`src/chacha_pkg.sv`:
```
`default_nettype none

package chacha_pkg;

  // --------------------
  // Widths
  // --------------------
  typedef logic [31:0]  word_t;          // One state word
  typedef logic [255:0] key_t;           // Key word 0 in bits [255:224]
  typedef logic [95:0]  nonce_t;         // Nonce word 0 in bits [95:64]
  typedef logic [511:0] block_t;         // Data in/out, word 0 on top
  typedef word_t [15:0] state_t;         // Word i sits at index i
  typedef logic [4:0]   rounds_t;        // Round count, bit 0 unused
  typedef logic [3:0]   dr_cnt_t;        // Double-round index

  // --------------------
  // Bundles
  // --------------------
  typedef struct packed {
    word_t a;                            // Top 32 bits
    word_t b;
    word_t c;
    word_t d;
  } qr_operand_t;

  typedef struct packed {
    key_t   key;                         // Latched on init
    nonce_t nonce;
    word_t  ctr;                         // Starting block counter
  } chacha_cfg_t;

  // expand 32-byte k
  localparam word_t SIGMA0 = 32'h61707865;
  localparam word_t SIGMA1 = 32'h3320646e;
  localparam word_t SIGMA2 = 32'h79622d32;
  localparam word_t SIGMA3 = 32'h6b206574;

  typedef enum logic [2:0] {
    CTRL_IDLE,                           // Waiting for init
    CTRL_INIT,                           // Load working state
    CTRL_ROUNDS,                         // One step per clock
    CTRL_FINALIZE,                       // Capture output block
    CTRL_DONE                            // Output held, init or next
  } ctrl_state_e;

  // Little-endian word view of a big-endian slice
  function automatic word_t byte_swap(input word_t w);
    return {w[7:0], w[15:8], w[23:16], w[31:24]};
  endfunction

endpackage

`default_nettype wire

```
`src/chacha_block_setup.sv`:
```
`timescale 1ns/1ns
`default_nettype none

module chacha_block_setup (
  input  wire                          clk,
  input  wire                          dr_ctr_rst,
  input  wire chacha_pkg::chacha_cfg_t cfg,
  input  wire                          ctr_set,
  input  wire                          ctr_inc,
  output chacha_pkg::state_t           init_state
);

  import chacha_pkg::*;

  key_t   key_q;                             // Key as loaded by init
  nonce_t nonce_q;                           // Nonce as loaded by init
  word_t  block_ctr;                         // State word 12

  // --------------------
  // Loaded parameters
  // --------------------
  always_ff @(posedge clk)
  begin
    if (ctr_set)
    begin
      key_q   <= cfg.key;                    // Kept across next commands
      nonce_q <= cfg.nonce;
    end
  end

  always_ff @(posedge clk)
  begin
    if (dr_ctr_rst)
      block_ctr <= '0;
    else if (ctr_set)
      block_ctr <= cfg.ctr;                  // Fresh start on init
    else if (ctr_inc)
      block_ctr <= block_ctr + 32'd1;        // Wraps modulo 2^32 on next
  end

  // --------------------
  // Initial matrix
  // --------------------
  always_comb
  begin
    init_state[0] = SIGMA0;                  // Row 0 is the constant
    init_state[1] = SIGMA1;
    init_state[2] = SIGMA2;
    init_state[3] = SIGMA3;
    for (int i = 0; i < 8; i++)
      init_state[4 + i] = byte_swap(key_q[255 - 32 * i -: 32]);   // Rows 1 and 2
    init_state[12] = block_ctr;              // Counter goes in as is
    for (int j = 0; j < 3; j++)
      init_state[13 + j] = byte_swap(nonce_q[95 - 32 * j -: 32]); // Words 13..15
  end

  // Controller issues at most one counter update per accepted command
  a_ctr_one_hot : assert property (@(posedge clk) disable iff (dr_ctr_rst)
    !(ctr_set && ctr_inc))
    else $error("ctr_set and ctr_inc asserted together");

endmodule

`default_nettype wire

```
`config.mk`:
```
export PLATFORM = sky130hd
export DESIGN_NAME = chacha_block_setup
export DESIGN_NICKNAME = d
export VERILOG_FILES = /design/src/chacha_pkg.sv /design/src/chacha_block_setup.sv
export SDC_FILE = /design/constraint.sdc
export NUM_CORES = 1
export LEC_CHECK = 0
export BUFFER_PORTS_ARGS = -buffer_cell sky130_fd_sc_hd__buf_2
export CORE_AREA = 5 5 346 348
export CTS_BUF_LIST = sky130_fd_sc_hd__clkbuf_4 sky130_fd_sc_hd__clkbuf_8
export DETAILED_ROUTE_END_ITERATION = 6
export DIE_AREA = 0 0 351 353
export GPL_TIMING_DRIVEN = 0
export PLACE_DENSITY = 0.3
export SYNTH_ARGS = -nofsm -noshare
export SYNTH_HDL_FRONTEND = slang
export SYNTH_SLANG_ARGS = --single-unit
```
`constraint.sdc`:
```
create_clock -name clk -period 3.5 [get_ports clk]
set_clock_uncertainty 0.1 [all_clocks]
set_input_delay 0.175 -clock clk [delete_from_list [all_inputs] [get_ports clk]]
set_output_delay 0.175 -clock clk [all_outputs]
set_load 0.03 [all_outputs]
```
======== Word-level counts from Yosys, hierarchy flattened ========
Cells that the tools add are included.
word-level totals
  input bits .............................. 388
  bits in registers ....................... 384
  output and inout bits ................... 512
  logic and storage cells ................. 7
operators by class
  $add $sub $neg .......................... 1
  multiplexer cells ....................... 2
  reductions and logical operators ........ 1
operators with widths
  cell                   count
  $mux 32                2
  $add 32x1->32 const B  1
  $reduce_bool 2->1      1

======== Logic depth before layout (Yosys ltp) ========
  word-level depth ........................ 3
  gate-level depth with buffers ........... 6
  mapped depth without buffers ............ 6

======== Worst setup path after synthesis ========
No wires, ideal clock.
  path type ............................... reg-to-reg
  start point ............................. register block_ctr[0]
  end point ............................... register block_ctr[22]
  buffers on the path ..................... 0
  setup time .............................. 0.115 ns
  clock period less this slack ............ 2.002 ns
  path slack .............................. 1.498 ns
  cell stages (with the launch flop) ...... 7
  arrival ................................. 1.788 ns
  path through ............................ dfxtp_1 -> ha_1 -> nand2_1 -> nor3_1 -> nand4_1 -> xnor2_1 -> o21a_1
between the ends
  cells in the longest elaborated chain, start to end .. 3
ends and longest elaborated chain
  element                 RTL line                  RTL
  from (decl)             chacha_block_setup.sv:17  word_t block_ctr;
  from (signal assigned)  chacha_block_setup.sv:36  block_ctr <= cfg.ctr;
  from (signal assigned)  chacha_block_setup.sv:38  block_ctr <= block_ctr + 32'd1;
  $add 32x1->32           chacha_block_setup.sv:38
  $mux 32                 chacha_block_setup.sv:37  else if (ctr_inc)
  $mux 32                 chacha_block_setup.sv:35  else if (ctr_set)
Every way passes these cells. The select of a mux whose other input is x is not followed.
A chain may end at the register's enable or synchronous reset.

======== Worst setup path in the final report ========
Same ends and word-level chain as after synthesis.

==> run_results.csv <==
group,metric,value,unit
status,status,"complete, no violations",
floorplan,initial_utilization,0.116,
detailed_routing,drc,0,
placed_design,placed_area,19700,um^2
critical_path,setup.worst_path.end_class,"flop",
placed_design,dp_hpwl,48800,um
floorplan,fp.dieW,351,um
synthesis,synth_cells,711,
timing,whs,0.119,ns
detailed_routing,drt-initial-drc-count,447,
synthesis,ys_seq_elements,384,
finish,fin_nets,2631,
synthesis,async_reset_ff_frac,0,
clock_tree,post-cts-setup-buffer-count,0,
pwr,powerDensity,485,nW/um^2
clock_tree,ctsHtreeMaxLevel,3,
clock_tree,postCtsHoldBufs,552,
floorplan,core_area,116000,um^2
floorplan,fp.dieH,353,um
synthesis,synth-main-ff-cell,"edfxtp_1",
placed_design,gp_congestion,0.755,
synthesis,synthAdderAreaFrac,0.000934,
floorplan,dieArea,124000,um^2
clock_tree,tritoncts,"done",
clock_tree,cts_max_path_buffers,3,
synthesis,seq_area_frac_synth,0.837,
pwr,peakVddDrop,0.000438,V
timing,fmax,371,MHz
critical_path,cpPeakStageDelay,0.79,ns
global_routing,grt_antenna_before_repair,11,
critical_path,crit_slowest_cell,"nor3_1",
detailed_routing,drt_pre_antenna_iters,5,
synthesis,synth_compound_area_frac,0.0183,
synthesis,avgSynthCellArea,18.8,um^2
pwr,leakagePower,11.5,nW
timing,setup_viol,0,
worst_hold_path,hold_class,"input pin to flop",
floorplan,core.rowCount,125,
critical_path,required,3.96,ns
synthesis,yosysWarnings,0,
timing,finalHoldViolCount,0,
clock_tree,cts_resized,0,
placed_design,port_buffers,770,
timing,finalMaxSlewViolations,0,
worst_hold_path,worstHoldPathCells,2,
timing,post-route-period-util,0.771,
synthesis,synth_top_area_cell,"edfxtp_1",
critical_path,path_cells,"ha_1 -> nand2_1 -> nor3_1 -> nand4_1 -> xnor2_1 -> o21a_1",
finish,design_area,26900,um^2
finish,syn2layout_area_growth,101,%
synthesis,synth.distinct_cells,32,
synthesis,synth-edff-count,352,
synthesis,yosys-mux-area-fraction,0.00822,
global_routing,grt-ovfl-total,0,
critical_path,worst-setup-path-type,"flop to flop",
synthesis,synth_top_family_by_area,"buffers and inverters",
global_routing,grt_max_degree,115,
clock_tree,clock_latency,0.67,ns
synthesis,synth-simple-area-share,0.0357,
global_routing,globalRouteTotalUtil,0.0974,
timing,rsz0062_at_grt,"false",
detailed_routing,routed_wl,63900,um
placed_design,pre_cts_ws,0.664,ns
critical_path,arrival,3.16,ns
synthesis,synthTopCellsByArea,"edfxtp_1 79%, buf_4 7.2%, dfxtp_1 4.8%, xnor2_1 1.0%, xor2_1 0.92%",
critical_path,critPathMaxFanout,7,
global_routing,grt_pass1_vias,13034,
timing,relSlewSlack,0.386,
global_routing,grt_first_pass_wirelength,87900,um
timing,worst_slew_pin_slew,0.914,ns
detailed_routing,num_vias,11721,
run,max-cap-violations,0,
detailed_routing,routedWlPerCell,16.7,um
floorplan,ios,900,
synthesis,synth_xor_xnor_area_share,0.0196,
finish,drive_gt1_frac,0.447,
clock_tree,clk_pin_slew,0.07,ns
clock_tree,cts_inserted_buffers,78,
synthesis,synth_top_area_share,0.789,
detailed_routing,postRouteAntennaNets,0,
detailed_routing,via_per_inst,3.06,
clock_tree,cts_sinks,384,
timing,fin_crit,2.70,ns
critical_path,crit_path_start_kind,"flop",
clock_tree,root_buffer,"clkbuf_8",
timing,timing.final.ws_setup,0.801,ns
synthesis,synth_area,13400,um^2
critical_path,worstRegToRegCells,6,
[cells by family (layout without fill, tap and decap cells)]
kind of cell	Yosys count	in the layout
DFF	384	384
buffers and inverters	156	1617
and+or+nand+nor	86	86
AOI/OAI and AO/OA	41	41
xor gates and xnor gates	30	30
muxes	11	11
other	2	132
adders and majority gates	1	1
[final timing paths]
path	slack [ns]	to	from
worst min-delay path	0.12	key_q[114]$_DFFE_PP_	cfg[242]
worst max-delay path	0.80	block_ctr[22]$_SDFFE_PP0P_	block_ctr[0]$_SDFFE_PP0P_
worst min register to register	0.51	block_ctr[19]$_SDFFE_PP0P_	block_ctr[19]$_SDFFE_PP0P_
worst max register to register	0.80	block_ctr[22]$_SDFFE_PP0P_	block_ctr[0]$_SDFFE_PP0P_
[state kept, by name, indices dropped and copies added, names as in the netlist]
| signal | count |
|---|---|
| key_q | 256 |
| nonce_q | 96 |
| block_ctr | 32 |
[cell type report]
class / count / area, um^2
fillers: 12492 / 89000
clock inverters: 33 / 390
diodes: 4 / 10.0
flip-flops and latches: 384 / 11200
multi-input cells: 297 / 1590
well taps: 1524 / 1910
plain buffers: 141 / 1010
inverters: 15 / 56.3
repair buffers: 1325 / 9470
clock buffers: 103 / 1270
[critical path: cells and delay by family (launching register included)]
| family | cells | cell delay (ns) |
|---|---|---|
| simple gates | 3 | 1.33 |
| flops | 1 | 0.46 |
| fa+ha+maj | 1 | 0.36 |
| xor+xnor | 1 | 0.17 |
| compound gates | 1 | 0.16 |
[through the flow]
step                power (W)   util  setup TNS [ns]  instances
floorplan             0.00671      -               0        837
global placement      0.00757  0.169        -1361.19       3131
detailed placement    0.00753  0.170               0       3134
CTS                    0.0134  0.232               0       3822
global route           0.0137  0.232               0       3824
finish                 0.0131  0.232               0       3826
[metal layers]
metal	share of wire	GRT usage	vias up
met4	0.037	0.0372	8
met5	0.00078	0	-
met1	0.36	0.0994	5572
li1	-	-	5460
met2	0.51	0.179	555
met3	0.089	0.0374	126
[layout by cell type, fill, tap and decap left out, types with 12 or more instances in the layout]
| cell type | synthesis | routed |
|---|---|---|
| buf_2 | 0 | 769 |
| dlygate4sd3_1 | 0 | 552 |
| edfxtp_1 | 352 | 352 |
| buf_4 | 128 | 128 |
| conb_1 | 2 | 128 |
| clkbuf_8 | 0 | 79 |
| dfxtp_1 | 32 | 32 |
| nor2_1 | 24 | 24 |
| clkbuf_4 | 0 | 24 |
| a21oi_1 | 22 | 22 |
| xnor2_1 | 16 | 16 |
| inv_1 | 15 | 15 |
| xor2_1 | 14 | 14 |
| clkinv_1 | 0 | 14 |
| nand2_1 | 13 | 13 |
| o21a_1 | 12 | 12 |
[Yosys cell counts, types with 2 or more instances]
cell,number
edfxtp_1,352
a21oi_1,22
mux2i_1,11
inv_1,15
nand3_1,11
nor3b_1,5
nor2_1,24
nand4_1,11
xnor2_1,16
o22ai_1,6
dfxtp_1,32
xor2_1,14
nor3_1,7
and3_1,2
conb_1,2
nand2_1,13
nor4_1,4
o21a_1,12
buf_1,4
buf_4,128
clkbuf_1,9
[where the power goes]
part | internal, W | switching (W) | total (W)
clock | 0.00297 | 0.00217 | 0.00513
sequential | 0.00541 | 0.000123 | 0.00553
combinational | 0.000928 | 0.00147 | 0.00239
No activity file was read; power rests on OpenSTA's default activity.
