<file path="src/chacha_pkg.sv">
`default_nettype none

package chacha_pkg;

  // --------------------
  // Widths
  // --------------------
  typedef logic [31:0]  word_t;          // One state word
  typedef logic [255:0] key_t;           // Key word 0 in bits [255:224]
  typedef logic [95:0]  nonce_t;         // Nonce word 0 in bits [95:64]
  typedef logic [511:0] block_t;         // Data in/out, word 0 on top
  typedef word_t [15:0] state_t;         // Word i sits at index i
  typedef logic [4:0]   rounds_t;        // Round count, bit 0 unused
  typedef logic [3:0]   dr_cnt_t;        // Double-round index

  // --------------------
  // Bundles
  // --------------------
  typedef struct packed {
    word_t a;                            // Top 32 bits
    word_t b;
    word_t c;
    word_t d;
  } qr_operand_t;

  typedef struct packed {
    key_t   key;                         // Latched on init
    nonce_t nonce;
    word_t  ctr;                         // Starting block counter
  } chacha_cfg_t;

  // expand 32-byte k
  localparam word_t SIGMA0 = 32'h61707865;
  localparam word_t SIGMA1 = 32'h3320646e;
  localparam word_t SIGMA2 = 32'h79622d32;
  localparam word_t SIGMA3 = 32'h6b206574;

  typedef enum logic [2:0] {
    CTRL_IDLE,                           // Waiting for init
    CTRL_INIT,                           // Load working state
    CTRL_ROUNDS,                         // One step per clock
    CTRL_FINALIZE,                       // Capture output block
    CTRL_DONE                            // Output held, init or next
  } ctrl_state_e;

  // Little-endian word view of a big-endian slice
  function automatic word_t byte_swap(input word_t w);
    return {w[7:0], w[15:8], w[23:16], w[31:24]};
  endfunction

endpackage

`default_nettype wire

</file>
<file path="src/chacha_ctrl.sv">
`timescale 1ns/1ns
`default_nettype none

module chacha_ctrl (
  input  wire                      clk,
  input  wire                      dr_ctr_rst,
  input  wire                      init,
  input  wire                      next,
  input  wire chacha_pkg::rounds_t rounds,
  input  wire                      diag_done,
  output logic                     ctr_set,
  output logic                     ctr_inc,
  output logic                     load,
  output logic                     step,
  output logic                     capture,
  output logic                     ready,
  output logic                     data_out_valid
);

  import chacha_pkg::*;

  ctrl_state_e state_q;
  ctrl_state_e state_d;
  dr_cnt_t     dr_cnt;                       // Double rounds done so far
  logic        accept_init;
  logic        accept_next;
  logic        last_dr;                      // Final double round in progress

  // --------------------
  // Command decode
  // --------------------
  assign accept_init = init && (state_q == CTRL_IDLE || state_q == CTRL_DONE);
  assign accept_next = next && !init && (state_q == CTRL_DONE);   // init wins

  assign ctr_set = accept_init;
  assign ctr_inc = accept_next;
  assign load    = (state_q == CTRL_INIT);
  assign step    = (state_q == CTRL_ROUNDS);
  assign capture = (state_q == CTRL_FINALIZE);

  assign last_dr = (dr_cnt == rounds[4:1] - 4'd1);

  always_comb
  begin
    state_d = state_q;
    case (state_q)
      CTRL_IDLE, CTRL_DONE:
        if (accept_init || accept_next)
          state_d = CTRL_INIT;
      CTRL_INIT:
        state_d = CTRL_ROUNDS;
      CTRL_ROUNDS:
        if (diag_done && last_dr)
          state_d = CTRL_FINALIZE;           // R steps taken
      CTRL_FINALIZE:
        state_d = CTRL_DONE;
      default:
        state_d = CTRL_IDLE;
    endcase
  end

  // --------------------
  // Registers
  // --------------------
  always_ff @(posedge clk)
  begin
    if (dr_ctr_rst)
      state_q <= CTRL_IDLE;
    else
      state_q <= state_d;
  end

  always_ff @(posedge clk)
  begin
    if (dr_ctr_rst)
      dr_cnt <= '0;
    else if (load)
      dr_cnt <= '0;
    else if (diag_done)
      dr_cnt <= dr_cnt + 4'd1;
  end

  always_ff @(posedge clk)
  begin
    if (dr_ctr_rst)
    begin
      ready          <= 1'b1;
      data_out_valid <= 1'b0;
    end
    else if (accept_init || accept_next)
    begin
      ready          <= 1'b0;                // Busy from the command edge
      data_out_valid <= 1'b0;
    end
    else if (capture)
    begin
      ready          <= 1'b1;                // Same edge as data_out
      data_out_valid <= 1'b1;
    end
  end

  // Output levels track the state register
  a_valid_ready : assert property (@(posedge clk) disable iff (dr_ctr_rst)
    data_out_valid |-> (ready && state_q == CTRL_DONE))
    else $error("data_out_valid without ready in DONE");

  // Zero double rounds would wrap to sixteen
  a_rounds_nonzero : assert property (@(posedge clk) disable iff (dr_ctr_rst)
    (accept_init || accept_next) |-> (rounds[4:1] != 4'd0))
    else $error("command accepted with rounds below 2");

endmodule

`default_nettype wire

</file>
<file path="config.mk">
export PLATFORM = sky130hd
export DESIGN_NAME = chacha_ctrl
export DESIGN_NICKNAME = d
export VERILOG_FILES = /design/src/chacha_pkg.sv /design/src/chacha_ctrl.sv
export SDC_FILE = /design/constraint.sdc
export NUM_CORES = 1
export LEC_CHECK = 0
export BUFFER_PORTS_ARGS = -buffer_cell sky130_fd_sc_hd__buf_2
export CAP_MARGIN = 20
export CORE_AREA = 2 2 39 41
export DETAILED_ROUTE_END_ITERATION = 6
export DIE_AREA = 0 0 41 43
export GPL_TIMING_DRIVEN = 0
export PLACE_DENSITY = 0.75
export SKIP_LAST_GASP = 1
export SYNTH_ARGS = -nofsm -noshare
export SYNTH_HDL_FRONTEND = slang
export SYNTH_SLANG_ARGS = --single-unit
export TNS_END_PERCENT = 1
</file>
<file path="constraint.sdc">
create_clock -name clk -period 1.3 [get_ports clk]
set_input_delay 0.195 -clock clk [delete_from_list [all_inputs] [get_ports clk]]
set_output_delay 0.195 -clock clk [all_outputs]
set_load 0.03 [all_outputs]
</file>
# Word-level counts from Yosys, hierarchy flattened
# Cells that the tools add are included.
# classes
shift,0
mul,0
reduce_logical,13
bitwise_logic,0
eq_ne,7
n_div,0
muxes,5
n_addsub,2
magnitude_cmp,0
# op_table
cell,n
$pmux W3 S4,1
$eq A3 B2 Y1 const B,2
$mux W3,2
$reduce_or A2 Y1,3
$add A4 B1 Y4 const B,1
$eq A4 B4 Y1,1
$logic_and A1 B1 Y1,4
$sub A4 B1 Y4 const B,1
$eq A3 B1 Y1 const B,1
$eq A3 B3 Y1 const B,1
$logic_not A3 Y1,1
$logic_or A1 B1 Y1,2
$mux W1,2
$ne A2 B1 Y1 const B,1
$ne A2 B2 Y1 const B,1
$reduce_and A2 Y1,1
$reduce_bool A2 Y1,1
$logic_not A1 Y1,1
# word_totals
rom_bits,0
latch_bits,0
mem_count,0
out_inout_bits,7
word_cells,31
ram_bits,0
register_bits,9

# Logic depth before layout (Yosys ltp)
# Gate-level depths: netlist (run 1).
# depth
depth_word,6
depth_mapped,6
mapped_depth_nobuf,6

# Least setup slack after synthesis (run 1)
# Ideal clock, no wire load.
# synth_path
path_type,reg2out
start,register state_q[0]
end,output ctr_set
arrival_time_ns,1.162
t_required_ns,1.105
path_stages_with_launch,3
slack_ns,-0.057
cell_sequence,dfxtp_1 -> buf_6 -> nor3b_1
# synth_via
elab_chain_len,3
elab_cells_between_ends,4
classes_between,eq/ne: 1; reduce/logical: 3
# synth_lines
item,line_no,text
"start, declared",chacha_ctrl.sv:22,ctrl_state_e state_q;
"start signal, assigned",chacha_ctrl.sv:70,state_q <= state_d;
$eq A3 B3 Y1 or $logic_not A3 Y1 (tied branches),chacha_ctrl.sv:32,assign accept_init = init && (state_q == CTRL_IDLE || state_q == CTRL_DONE);
$logic_or A1 B1 Y1 (*),chacha_ctrl.sv:32,
$logic_and A1 B1 Y1 (*),chacha_ctrl.sv:32,
"end, declared",chacha_ctrl.sv:11,"output logic ctr_set,"
# Every way passes the cells marked *; elsewhere a longest branch is shown, timed or not.

# Worst setup path after layout (run 1)
# layout_path
start,register state_q[0]
end,output ctr_inc
# layout_via
elab_chain_len,2
# layout_lines
item,line_no,text
$eq A3 B3 Y1,chacha_ctrl.sv:33,assign accept_next = next && !init && (state_q == CTRL_DONE);
$logic_and A1 B1 Y1,chacha_ctrl.sv:33,
"end, declared",chacha_ctrl.sv:12,"output logic ctr_inc,"
# Every way passes these cells.

==> results of run 1 <==
final cells by class:
class	count	share of cell area, %
Inverter	3	1.61
Tap cell	16	2.86
Timing Repair Buffer	21	19.3
Clock buffer	4	3.75
Sequential cell	9	26.6
Multi-Input combinational cell	44	45.9
cells in the mapped netlist:
library cell,count,area share (%)
sky130_fd_sc_hd__a21oi_1,4,3.9
sky130_fd_sc_hd__and2_1,1,1.2
sky130_fd_sc_hd__and2_4,1,1.7
sky130_fd_sc_hd__and2b_1,1,1.5
sky130_fd_sc_hd__and2b_4,1,2.0
sky130_fd_sc_hd__buf_6,1,2.2
sky130_fd_sc_hd__dfxtp_1,9,35
sky130_fd_sc_hd__ha_1,2,4.9
sky130_fd_sc_hd__inv_1,3,2.2
sky130_fd_sc_hd__mux2i_1,1,2.0
sky130_fd_sc_hd__nand2_1,2,1.5
sky130_fd_sc_hd__nand2b_1,1,1.2
sky130_fd_sc_hd__nand4_1,2,2.5
sky130_fd_sc_hd__nor2_1,8,5.9
sky130_fd_sc_hd__nor3_1,2,2.0
sky130_fd_sc_hd__nor3b_1,1,1.5
sky130_fd_sc_hd__nor3b_2,1,2.5
sky130_fd_sc_hd__nor4b_2,1,3.0
sky130_fd_sc_hd__o21ai_1,2,2.0
sky130_fd_sc_hd__o22ai_1,1,1.2
sky130_fd_sc_hd__or2_1,1,1.2
sky130_fd_sc_hd__or2_2,1,1.2
sky130_fd_sc_hd__xnor2_1,6,10
sky130_fd_sc_hd__xor2_1,4,6.9
state kept, by name, indices dropped and copies added (netlist names):
name and cells:
ready 1, data_out_valid 1, state_q 3, dr_cnt 4
per-layer routing:
metal | up-vias | GRT usage (%)
li1 | 237 | -
met3 | 2 | 1.57
met5 | - | 0
met4 | 0 | 6.00
met2 | 15 | 25.6
met1 | 211 | 16.7
worst paths after layout:
check / start / end / slack, ps / depth (start not counted)
setup / recovery: state_q[0] / ctr_inc / -100 / 3
hold / removal: dr_ctr_rst / state_q[2] / 170 / 2
setup reg to reg: state_q[0] / state_q[2] / 240 / 5
hold reg to reg: data_out_valid / data_out_valid / 470 / 2
power groups by stage:
| stage | combinational (mW) | sequential, mW | clock (mW) |
|---|---|---|---|
| after CTS | 0.349 | 0.359 | 0.220 |
| final | 0.353 | 0.373 | 0.211 |
| after global routing | 0.384 | 0.379 | 0.233 |
| after floorplan | 0.225 | 0.366 | 0 |
| after global placement | 0.306 | 0.356 | 0 |
| after detailed placement | 0.311 | 0.358 | 0 |
what timing repair did:
action                                  CTS  global route
resized for setup                         6             7
pin swaps                                 2             2
buffers inserted                          4             2
endpoints found under the setup margin    4             5
gates cloned                              0             0
kinds of logic after synthesis:
family,synth area share (%)
muxes,1.97
AOI/OAI and AO/OA,7.14
adders and majority gates,4.93
buffers and inverters,4.43
and+or+nand+nor,28.8
xor gates and xnor gates,17.2
DFF,35.5
metrics by stage:
step	instance area [um^2]	TNS (ps)	power, mW
finish	701	-241	0.937
floorplan	513	0	0.591
detailed placement	608	0	0.669
CTS	684	-396	0.928
global route	701	-437	0.996
global placement	608	0	0.662
==> implementation parameters, run 1 <==
Parameter                              Value

Critical path
  CP max stage cell ... sky130_fd_sc_hd__dfxtp_2
  Worst EP arrival ... 1200 ps
  Required time at the endpoint of the critical path ... between 1000 and 1500 ps
  Delay of the slowest cell on the worst path ... around 350 ps
  Worst Path Max Fanout ... 5
  Type of element capturing the critical path ... output pin
  Kind of start point of the critical path ... register
  Total buffers and inverters traversed by the critical path ... 1
  Top Family by Delay on Critical Path ... simple AND/OR/NAND/NOR gates
  Critical path cell sequence ... nor4b_4 > and2_4 > buf_6
  Type of the setup path with the least slack ... register to output pin

Timing
  Transition time of the tightest slew-check pin ... approximately 250 ps
  Min cycle time layout ... roughly 1400 ps
  Final-report max-slew violation count ... 0
  Minimum hold slack ... approximately 170 ps
  Rel. slew slack ... between 80% and 90%
  Number of failing setup endpoints in the final timing report ... 4
  Portion of the clock cycle consumed by the worst path in the final layout ... 108%
  Final Hold Viols ... 0
  Largest clock skew in the final design ... slightly above 2 ps
  Setup repair after global routing missed its margin ... true
  Slack of the critical path ... -98.7 ps
  Max Clk Rate ... approximately 710 MHz

Final layout
  Filler Cells Inserted ... approximately 130
  Utilization of the core after routing ... around 51%
  Commonest cells after routing, fill and taps aside ... sky130_fd_sc_hd__buf_2 (12), sky130_fd_sc_hd__nor2_1 (8), sky130_fd_sc_hd__buf_4 (7)
  Final nets ... 94
  Sequential standard cell area ... about 190 um^2
  Proportion of layout cells with a drive suffix above 1 ... 42.0%
  Antenna cells ... 0
  Count of placed standard cells in the final layout, fillers left out ... 97
  Most common cell after layout, fill and taps aside ... sky130_fd_sc_hd__buf_2
  Area used by multi-input combinational logic ... ~320 um^2
  P&R area growth vs syn ... 37.9%

Power
  Combinational power share ... roughly 38%
  Sw Share ... around a third
  Leakage ... between 0.3 and 0.4 nW
  Sw power ... roughly 0.33 mW
  Clock share of power ... between 20% and 30%
  Relative contribution of sequential cells to total power ... about two fifths
  Power density normalized to cell area ... 1340 nW/um^2
  VDD IR-drop max ... 0.684 mV
  Internal Pwr Total ... about 0.6 mW

Place
  Half-perimeter wire length of the detailed placement result ... about 720 um
  Placer congestion estimate ... ~0.75
  Cell count after placement ... between 80 and 90
  Input/output buffers ... 15
  DP Worst Slack ... around 42 ps

Global route
  Initial antenna violation count ... 0
  GRT Overall Usage ... 14.6%
  Vias in the first global route ... 458
  Largest net degree at the start of global routing ... 8
  First-pass GRT wire length ... ~1800 um
  Remaining Overflow, GRT ... 0

Synth
  Yosys synthesis warning count ... 0
  Gate count after technology mapping ... between 50 and 60
  #FFs+latches synth ... 9
  Unique cell type count in the Yosys netlist ... 24
  Portion of the post-synthesis area used by sequential elements ... between 30% and 40%
  Number of nets in the synthesized netlist ... 69
  Mean Syn Cell Area ... about 8.9 um^2
  Netlist area before placement ... between 500 and 600 um^2

Clock tree
  CTS root buf ... sky130_fd_sc_hd__clkbuf_4
  Number of buffers created by CTS ... 3
  Number of levels in the clock H-tree ... 1
  Maximum clock path buffer count ... 2
  TritonCTS clock tree ... done
  Reg clk slew, reported paths ... 60 ps
  Hold_buf cts ... 0
  Clock insertion delay at the later pin of the skew report ... roughly 250 ps
  Clock tree sinks ... 9

Drt
  Routed length on met1 ... roughly 440 um
  TritonRoute pass-1 iters ... 4
  Routed length on met3 ... just under 60 um
  Max Used Layer ... met4
  Per-cell routed wire length ... between 10 and 15 um
  Number of design rule violations left after detail routing ... 0
  Post-Route WL ... roughly 1100 um
  Number of vias per cell ... roughly 4.8
  Routed met2 length ... roughly 590 um
  DRT antenna net count ... 0
  Number of vias after detailed routing ... approximately 470
  Starting DRC count in detailed routing ... 7

Flow run
  Max-cap viol count ... 0

Die
  Die X ... 41 um
  Floorplan die area ... about 1800 um^2
  Core area ... 1380 um^2
  Effective utilization at floorplan ... ~37%
  Number of top-level design ports ... 17
  Vertical die dimension ... approximately 43 um
  Num rows ... 14

Hold path
  Path type of the worst min-delay path ... primary input to register

Outcome
  Failing checks ... negative setup slack
  Outcome ... complete, but fails checks
(Power assumes the default switching activity.)
==> run 2: changes to the inputs <==
--- a/config.mk
+++ b/config.mk
@@ -5,13 +5,15 @@
 export SDC_FILE = /design/constraint.sdc
 export NUM_CORES = 1
 export LEC_CHECK = 0
+export ABC_AREA = 1
 export BUFFER_PORTS_ARGS = -buffer_cell sky130_fd_sc_hd__buf_2
 export CAP_MARGIN = 20
 export CORE_AREA = 2 2 39 41
+export CTS_CLUSTER_DIAMETER = 40
 export DETAILED_ROUTE_END_ITERATION = 6
 export DIE_AREA = 0 0 41 43
 export GPL_TIMING_DRIVEN = 0
-export PLACE_DENSITY = 0.75
+export PLACE_DENSITY = 0.79
 export SKIP_LAST_GASP = 1
 export SYNTH_ARGS = -nofsm -noshare
 export SYNTH_HDL_FRONTEND = slang
==> run 2 against run 1 <==
Net effect: the run still ends with negative setup slack left; clock power hardly changed; sequential cell count stayed put; final area is 5.4% higher; worst setup slack better by 97 ps; clock skew is 5.0 ps higher; die area stayed put; synthesized cell count is 58% higher; sequential share of layout area is 1.4 points lower; sequential power is 8.8% higher; fmax is 7.5% higher; count of clock-buffer cells in the layout stayed put; critical endpoint is now step; highest routed layer unchanged.
==> implementation parameters, run 2 <==
Parameter                              Value

Outcome
  Outcome ... complete, but fails checks (unchanged)
  Failing checks ... negative setup slack (unchanged)

Drt
  Post-Route WL ... 1290 um (was 1100 um)
  Number of vias after detailed routing ... 625 (was 465)
  TritonRoute pass-1 iters ... 4 (unchanged)
  DRT antenna net count ... 0 (unchanged)
  Per-cell routed wire length ... 10.2 um (was 11.3 um)
  Number of vias per cell ... 4.96 (was 4.79)
  Starting DRC count in detailed routing ... 6 (was 7)
  Number of design rule violations left after detail routing ... 0 (unchanged)

Final layout
  Max reg flops ... 4 (unchanged)
  Antenna cells ... 0 (unchanged)
  Sequential standard cell area ... 186 um^2 (unchanged)
  Most common cell after layout, fill and taps aside ... sky130_fd_sc_hd__nand2_1 (was sky130_fd_sc_hd__buf_2)
  Biggest regs ... dr_cnt: 4 flops, state_q: 3 flops (unchanged)
  Proportion of layout cells with a drive suffix above 1 ... 31.8% (was 42.0%)
  Area used by multi-input combinational logic ... 353 um^2 (was 322 um^2)
  Filler Cells Inserted ... 142 (was 126)
  Most flop-heavy register ... dr_cnt (unchanged)
  Final nets ... 123 (was 94)
  Commonest cells after routing, fill and taps aside ... sky130_fd_sc_hd__nand2_1 (25), sky130_fd_sc_hd__inv_1 (13), sky130_fd_sc_hd__nor2_1 (12) (was sky130_fd_sc_hd__buf_2 (12), sky130_fd_sc_hd__nor2_1 (8), sky130_fd_sc_hd__buf_4 (7))
  P&R area growth vs syn ... 31.7% (was 37.9%)
  Utilization of the core after routing ... 53.3% (was 50.6%)

Place
  Placer congestion estimate ... 0.730 (was 0.748)
  Half-perimeter wire length of the detailed placement result ... 945 um (was 720 um)
  Input/output buffers ... 15 (unchanged)
  DP Worst Slack ... 5.43 ps (was 41.8 ps)

Clock tree
  Clock tree sinks ... 9 (unchanged)
  Reg clk slew, reported paths ... 60 ps (about the same)
  Number of levels in the clock H-tree ... 1 (unchanged)
  Clock insertion delay at the later pin of the skew report ... 260 ps (was 250 ps)
  Hold_buf cts ... 0 (unchanged)
  Maximum clock path buffer count ... 2 (unchanged)
  TritonCTS clock tree ... done (unchanged)
  CTS root buf ... sky130_fd_sc_hd__clkbuf_4 (unchanged)
  Number of buffers created by CTS ... 3 (unchanged)

Critical path
  Worst Path Max Fanout ... 4 (was 5)
  Required time at the endpoint of the critical path ... 1110 ps (about the same)
  Kind of start point of the critical path ... register (unchanged)
  Type of element capturing the critical path ... output pin (unchanged)
  Type of the setup path with the least slack ... register to output pin (unchanged)
  Worst EP arrival ... 1110 ps (was 1200 ps)

Synth
  Dominant combinational cell family by area after synthesis ... simple AND/OR/NAND/NOR gates (unchanged)
  Leading post-synthesis cells by instance count ... sky130_fd_sc_hd__nand2_1 (26), sky130_fd_sc_hd__inv_1 (15), sky130_fd_sc_hd__nor2_1 (13), sky130_fd_sc_hd__dfxtp_1 (9), sky130_fd_sc_hd__nand3_1 (7) (was sky130_fd_sc_hd__dfxtp_1 (9), sky130_fd_sc_hd__nor2_1 (8), sky130_fd_sc_hd__xnor2_1 (6), sky130_fd_sc_hd__a21oi_1 (4), sky130_fd_sc_hd__xor2_1 (4))
  Area share of and/or/nand/nor cells after synthesis ... 44.9% (was 28.8%)
  Synth top area share ... 32.1% (was 35.5%)
  Number of nets in the synthesized netlist ... 102 (was 69)
  Post-synthesis share of cell area spent on full adders, half adders and majority gates ... 4.46% (was 4.93%)
  Post-synthesis compound-gate area fraction ... 7.81% (was 7.14%)
  Area contributors post-synth ... sky130_fd_sc_hd__dfxtp_1 (32%), sky130_fd_sc_hd__nand2_1 (17%), sky130_fd_sc_hd__inv_1 (10%) (was sky130_fd_sc_hd__dfxtp_1 (35%), sky130_fd_sc_hd__xnor2_1 (10%), sky130_fd_sc_hd__xor2_1 (6.9%))
  Number of enable flip-flop cells after synthesis ... 0 (unchanged)
  Most numerous cell in the Yosys netlist ... sky130_fd_sc_hd__nand2_1 (was sky130_fd_sc_hd__dfxtp_1)
  Post-synth ARST share ... 0% (unchanged)
  Portion of the post-synthesis area used by sequential elements ... 32.1% (was 35.5%)
  Ys flop type ... sky130_fd_sc_hd__dfxtp_1 (unchanged)
  Top cell type by total area after synthesis ... sky130_fd_sc_hd__dfxtp_1 (unchanged)
  Yosys synthesis warning count ... 0 (unchanged)
  #FFs+latches synth ... 9 (unchanged)
  Mean Syn Cell Area ... 6.23 um^2 (was 8.91 um^2)
  Netlist area before placement ... 561 um^2 (was 508 um^2)
  Gate count after technology mapping ... 90 (was 57)
  Unique cell type count in the Yosys netlist ... 17 (was 24)
  Post-synthesis mux area share ... 0% (was 1.97%)
  Parity-gate share of the synthesized area counting xor and xnor cells ... 0% (was 17.2%)

Flow run
  Max-cap viol count ... 0 (unchanged)

Power
  Internal Pwr Total ... 0.665 mW (was 0.608 mW)
  Relative contribution of sequential cells to total power ... 33.6% (was 39.7%)
  Sw power ... 0.543 mW (was 0.330 mW)
  Tot Pwr ... 1.21 mW (was 0.937 mW)
  VDD IR-drop max ... 0.892 mV (was 0.684 mV)
  Leakage ... 0.371 nW (was 0.325 nW)
  Sw Share ... 45.0% (was 35.2%)
  Combinational power share ... 48.9% (was 37.7%)
  Clock share of power ... 17.5% (was 22.6%)
  Power density normalized to cell area ... 1640 nW/um^2 (was 1340 nW/um^2)

Die
  Number of top-level design ports ... 17 (unchanged)
  Num rows ... 14 (unchanged)
  Core area ... 1380 um^2 (unchanged)
  Die X ... 41 um (unchanged)
  Floorplan die area ... 1760 um^2 (unchanged)
  Vertical die dimension ... 43 um (unchanged)
  Effective utilization at floorplan ... 40.5% (was 36.7%)

Timing
  Max Clk Rate ... 768 MHz (was 715 MHz)
  Portion of the clock cycle consumed by the worst path in the final layout ... 100% (was 108%)
  Minimum hold slack ... 159 ps (was 167 ps)
  Setup repair after global routing missed its margin ... true (unchanged)
  Transition time of the tightest slew-check pin ... 300 ps (was 246 ps)
  Rel. slew slack ... 79.8% (was 83.5%)
  Final Hold Viols ... 0 (unchanged)
  Largest clock skew in the final design ... 7.02 ps (was 2.01 ps)
  Min cycle time layout ... 1300 ps (was 1400 ps)
  Slack of the critical path ... -1.58 ps (was -98.7 ps)
  Final-report max-slew violation count ... 0 (unchanged)
  Number of failing setup endpoints in the final timing report ... 1 (was 4)

Global route
  First-pass GRT wire length ... 1640 um (was 1780 um)
  Largest net degree at the start of global routing ... 8 (unchanged)
  GRT Overall Usage ... 13.8% (was 14.6%)
  Initial antenna violation count ... 0 (unchanged)
  Layer with the highest usage ... met2 (unchanged)
  Remaining Overflow, GRT ... 0 (unchanged)
  Vias in the first global route ... 482 (was 458)
  Global-route track usage on met1 ... 12.1% (was 16.7%)
  Met3 demand-to-capacity share in global routing ... 1.57% (unchanged)
  Global routing usage on met2 ... 25.6% (unchanged)

Hold path
  Path type of the worst min-delay path ... primary input to register (unchanged)
[run 2: cell types whose count changed after synthesis, moves of 2 or more]
cell,previous run,this run
sky130_fd_sc_hd__xor2_1,4,0
sky130_fd_sc_hd__nor3_2,0,2
sky130_fd_sc_hd__nand3_1,0,7
sky130_fd_sc_hd__o21ai_1,2,0
sky130_fd_sc_hd__nand2_1,2,26
sky130_fd_sc_hd__o21ai_0,0,2
sky130_fd_sc_hd__nor2_1,8,13
sky130_fd_sc_hd__xnor2_1,6,0
sky130_fd_sc_hd__inv_1,3,15
[run 2: through the flow]
step                instances  setup TNS, ps  area [um^2]
floorplan                  90          -95.8          566
global placement          121              0          661
detailed placement        121              0          661
CTS                       125           -153          698
global route              126           -154          738
finish                    126          -1.58          738
[run 2: cells by family after synthesis]
family	after synthesis
buffers and inverters	16
AND/OR/NAND/NOR	55
flip-flops	9
adder cells (fa/ha/maj)	2
AO/OA/AOI/OAI	8
[run 2: path summary, 6_finish.rpt]
path / slack [ps] / cells past startpoint / end / start
min reg2reg: 500 / 2 / dr_cnt[2] / dr_cnt[2]
min: 160 / 2 / state_q[0] / dr_ctr_rst
max reg2reg: 190 / 7 / state_q[0] / state_q[0]
max: -2 / 3 / step / state_q[1]
[run 2: layout make-up]
| type | count | area share, % |
|---|---|---|
| clock buffer | 4 | 3.56 |
| inverter | 16 | 8.14 |
| multi-input combinational | 65 | 47.8 |
| sequential | 9 | 25.3 |
| tap | 16 | 2.71 |
| timing repair buffer | 16 | 12.5 |
[run 2: what timing repair did]
action | 4_1_cts | 5_1_grt
buffers inserted | 0 | 1
gates resized for setup | 6 | 11
pin swaps | 0 | 1
endpoints found under the setup margin | 5 | 5
[run 2: power groups by stage]
stage                     registers, mW  logic, mW  clock network, mW
after floorplan                   0.403      0.358                  0
after global placement            0.388      0.475                  0
after detailed placement          0.391      0.499                  0
after CTS                         0.389      0.515              0.216
after global routing              0.414      0.630              0.232
final                             0.406      0.591              0.212
[run 2: worst max-delay path: stages, from the launching register on]
cell                      delay (ps)
sky130_fd_sc_hd__dfxtp_2         380
sky130_fd_sc_hd__inv_2            80
sky130_fd_sc_hd__nor3_2          190
sky130_fd_sc_hd__buf_4           210
[run 2: per-layer routing]
| layer | routed length [um] | vias to the layer above |
|---|---|---|
| met5 | 0 | - |
| met4 | 11 | 0 |
| met3 | 61 | 2 |
| met2 | 724 | 21 |
| met1 | 493 | 279 |
| li1 | - | 323 |
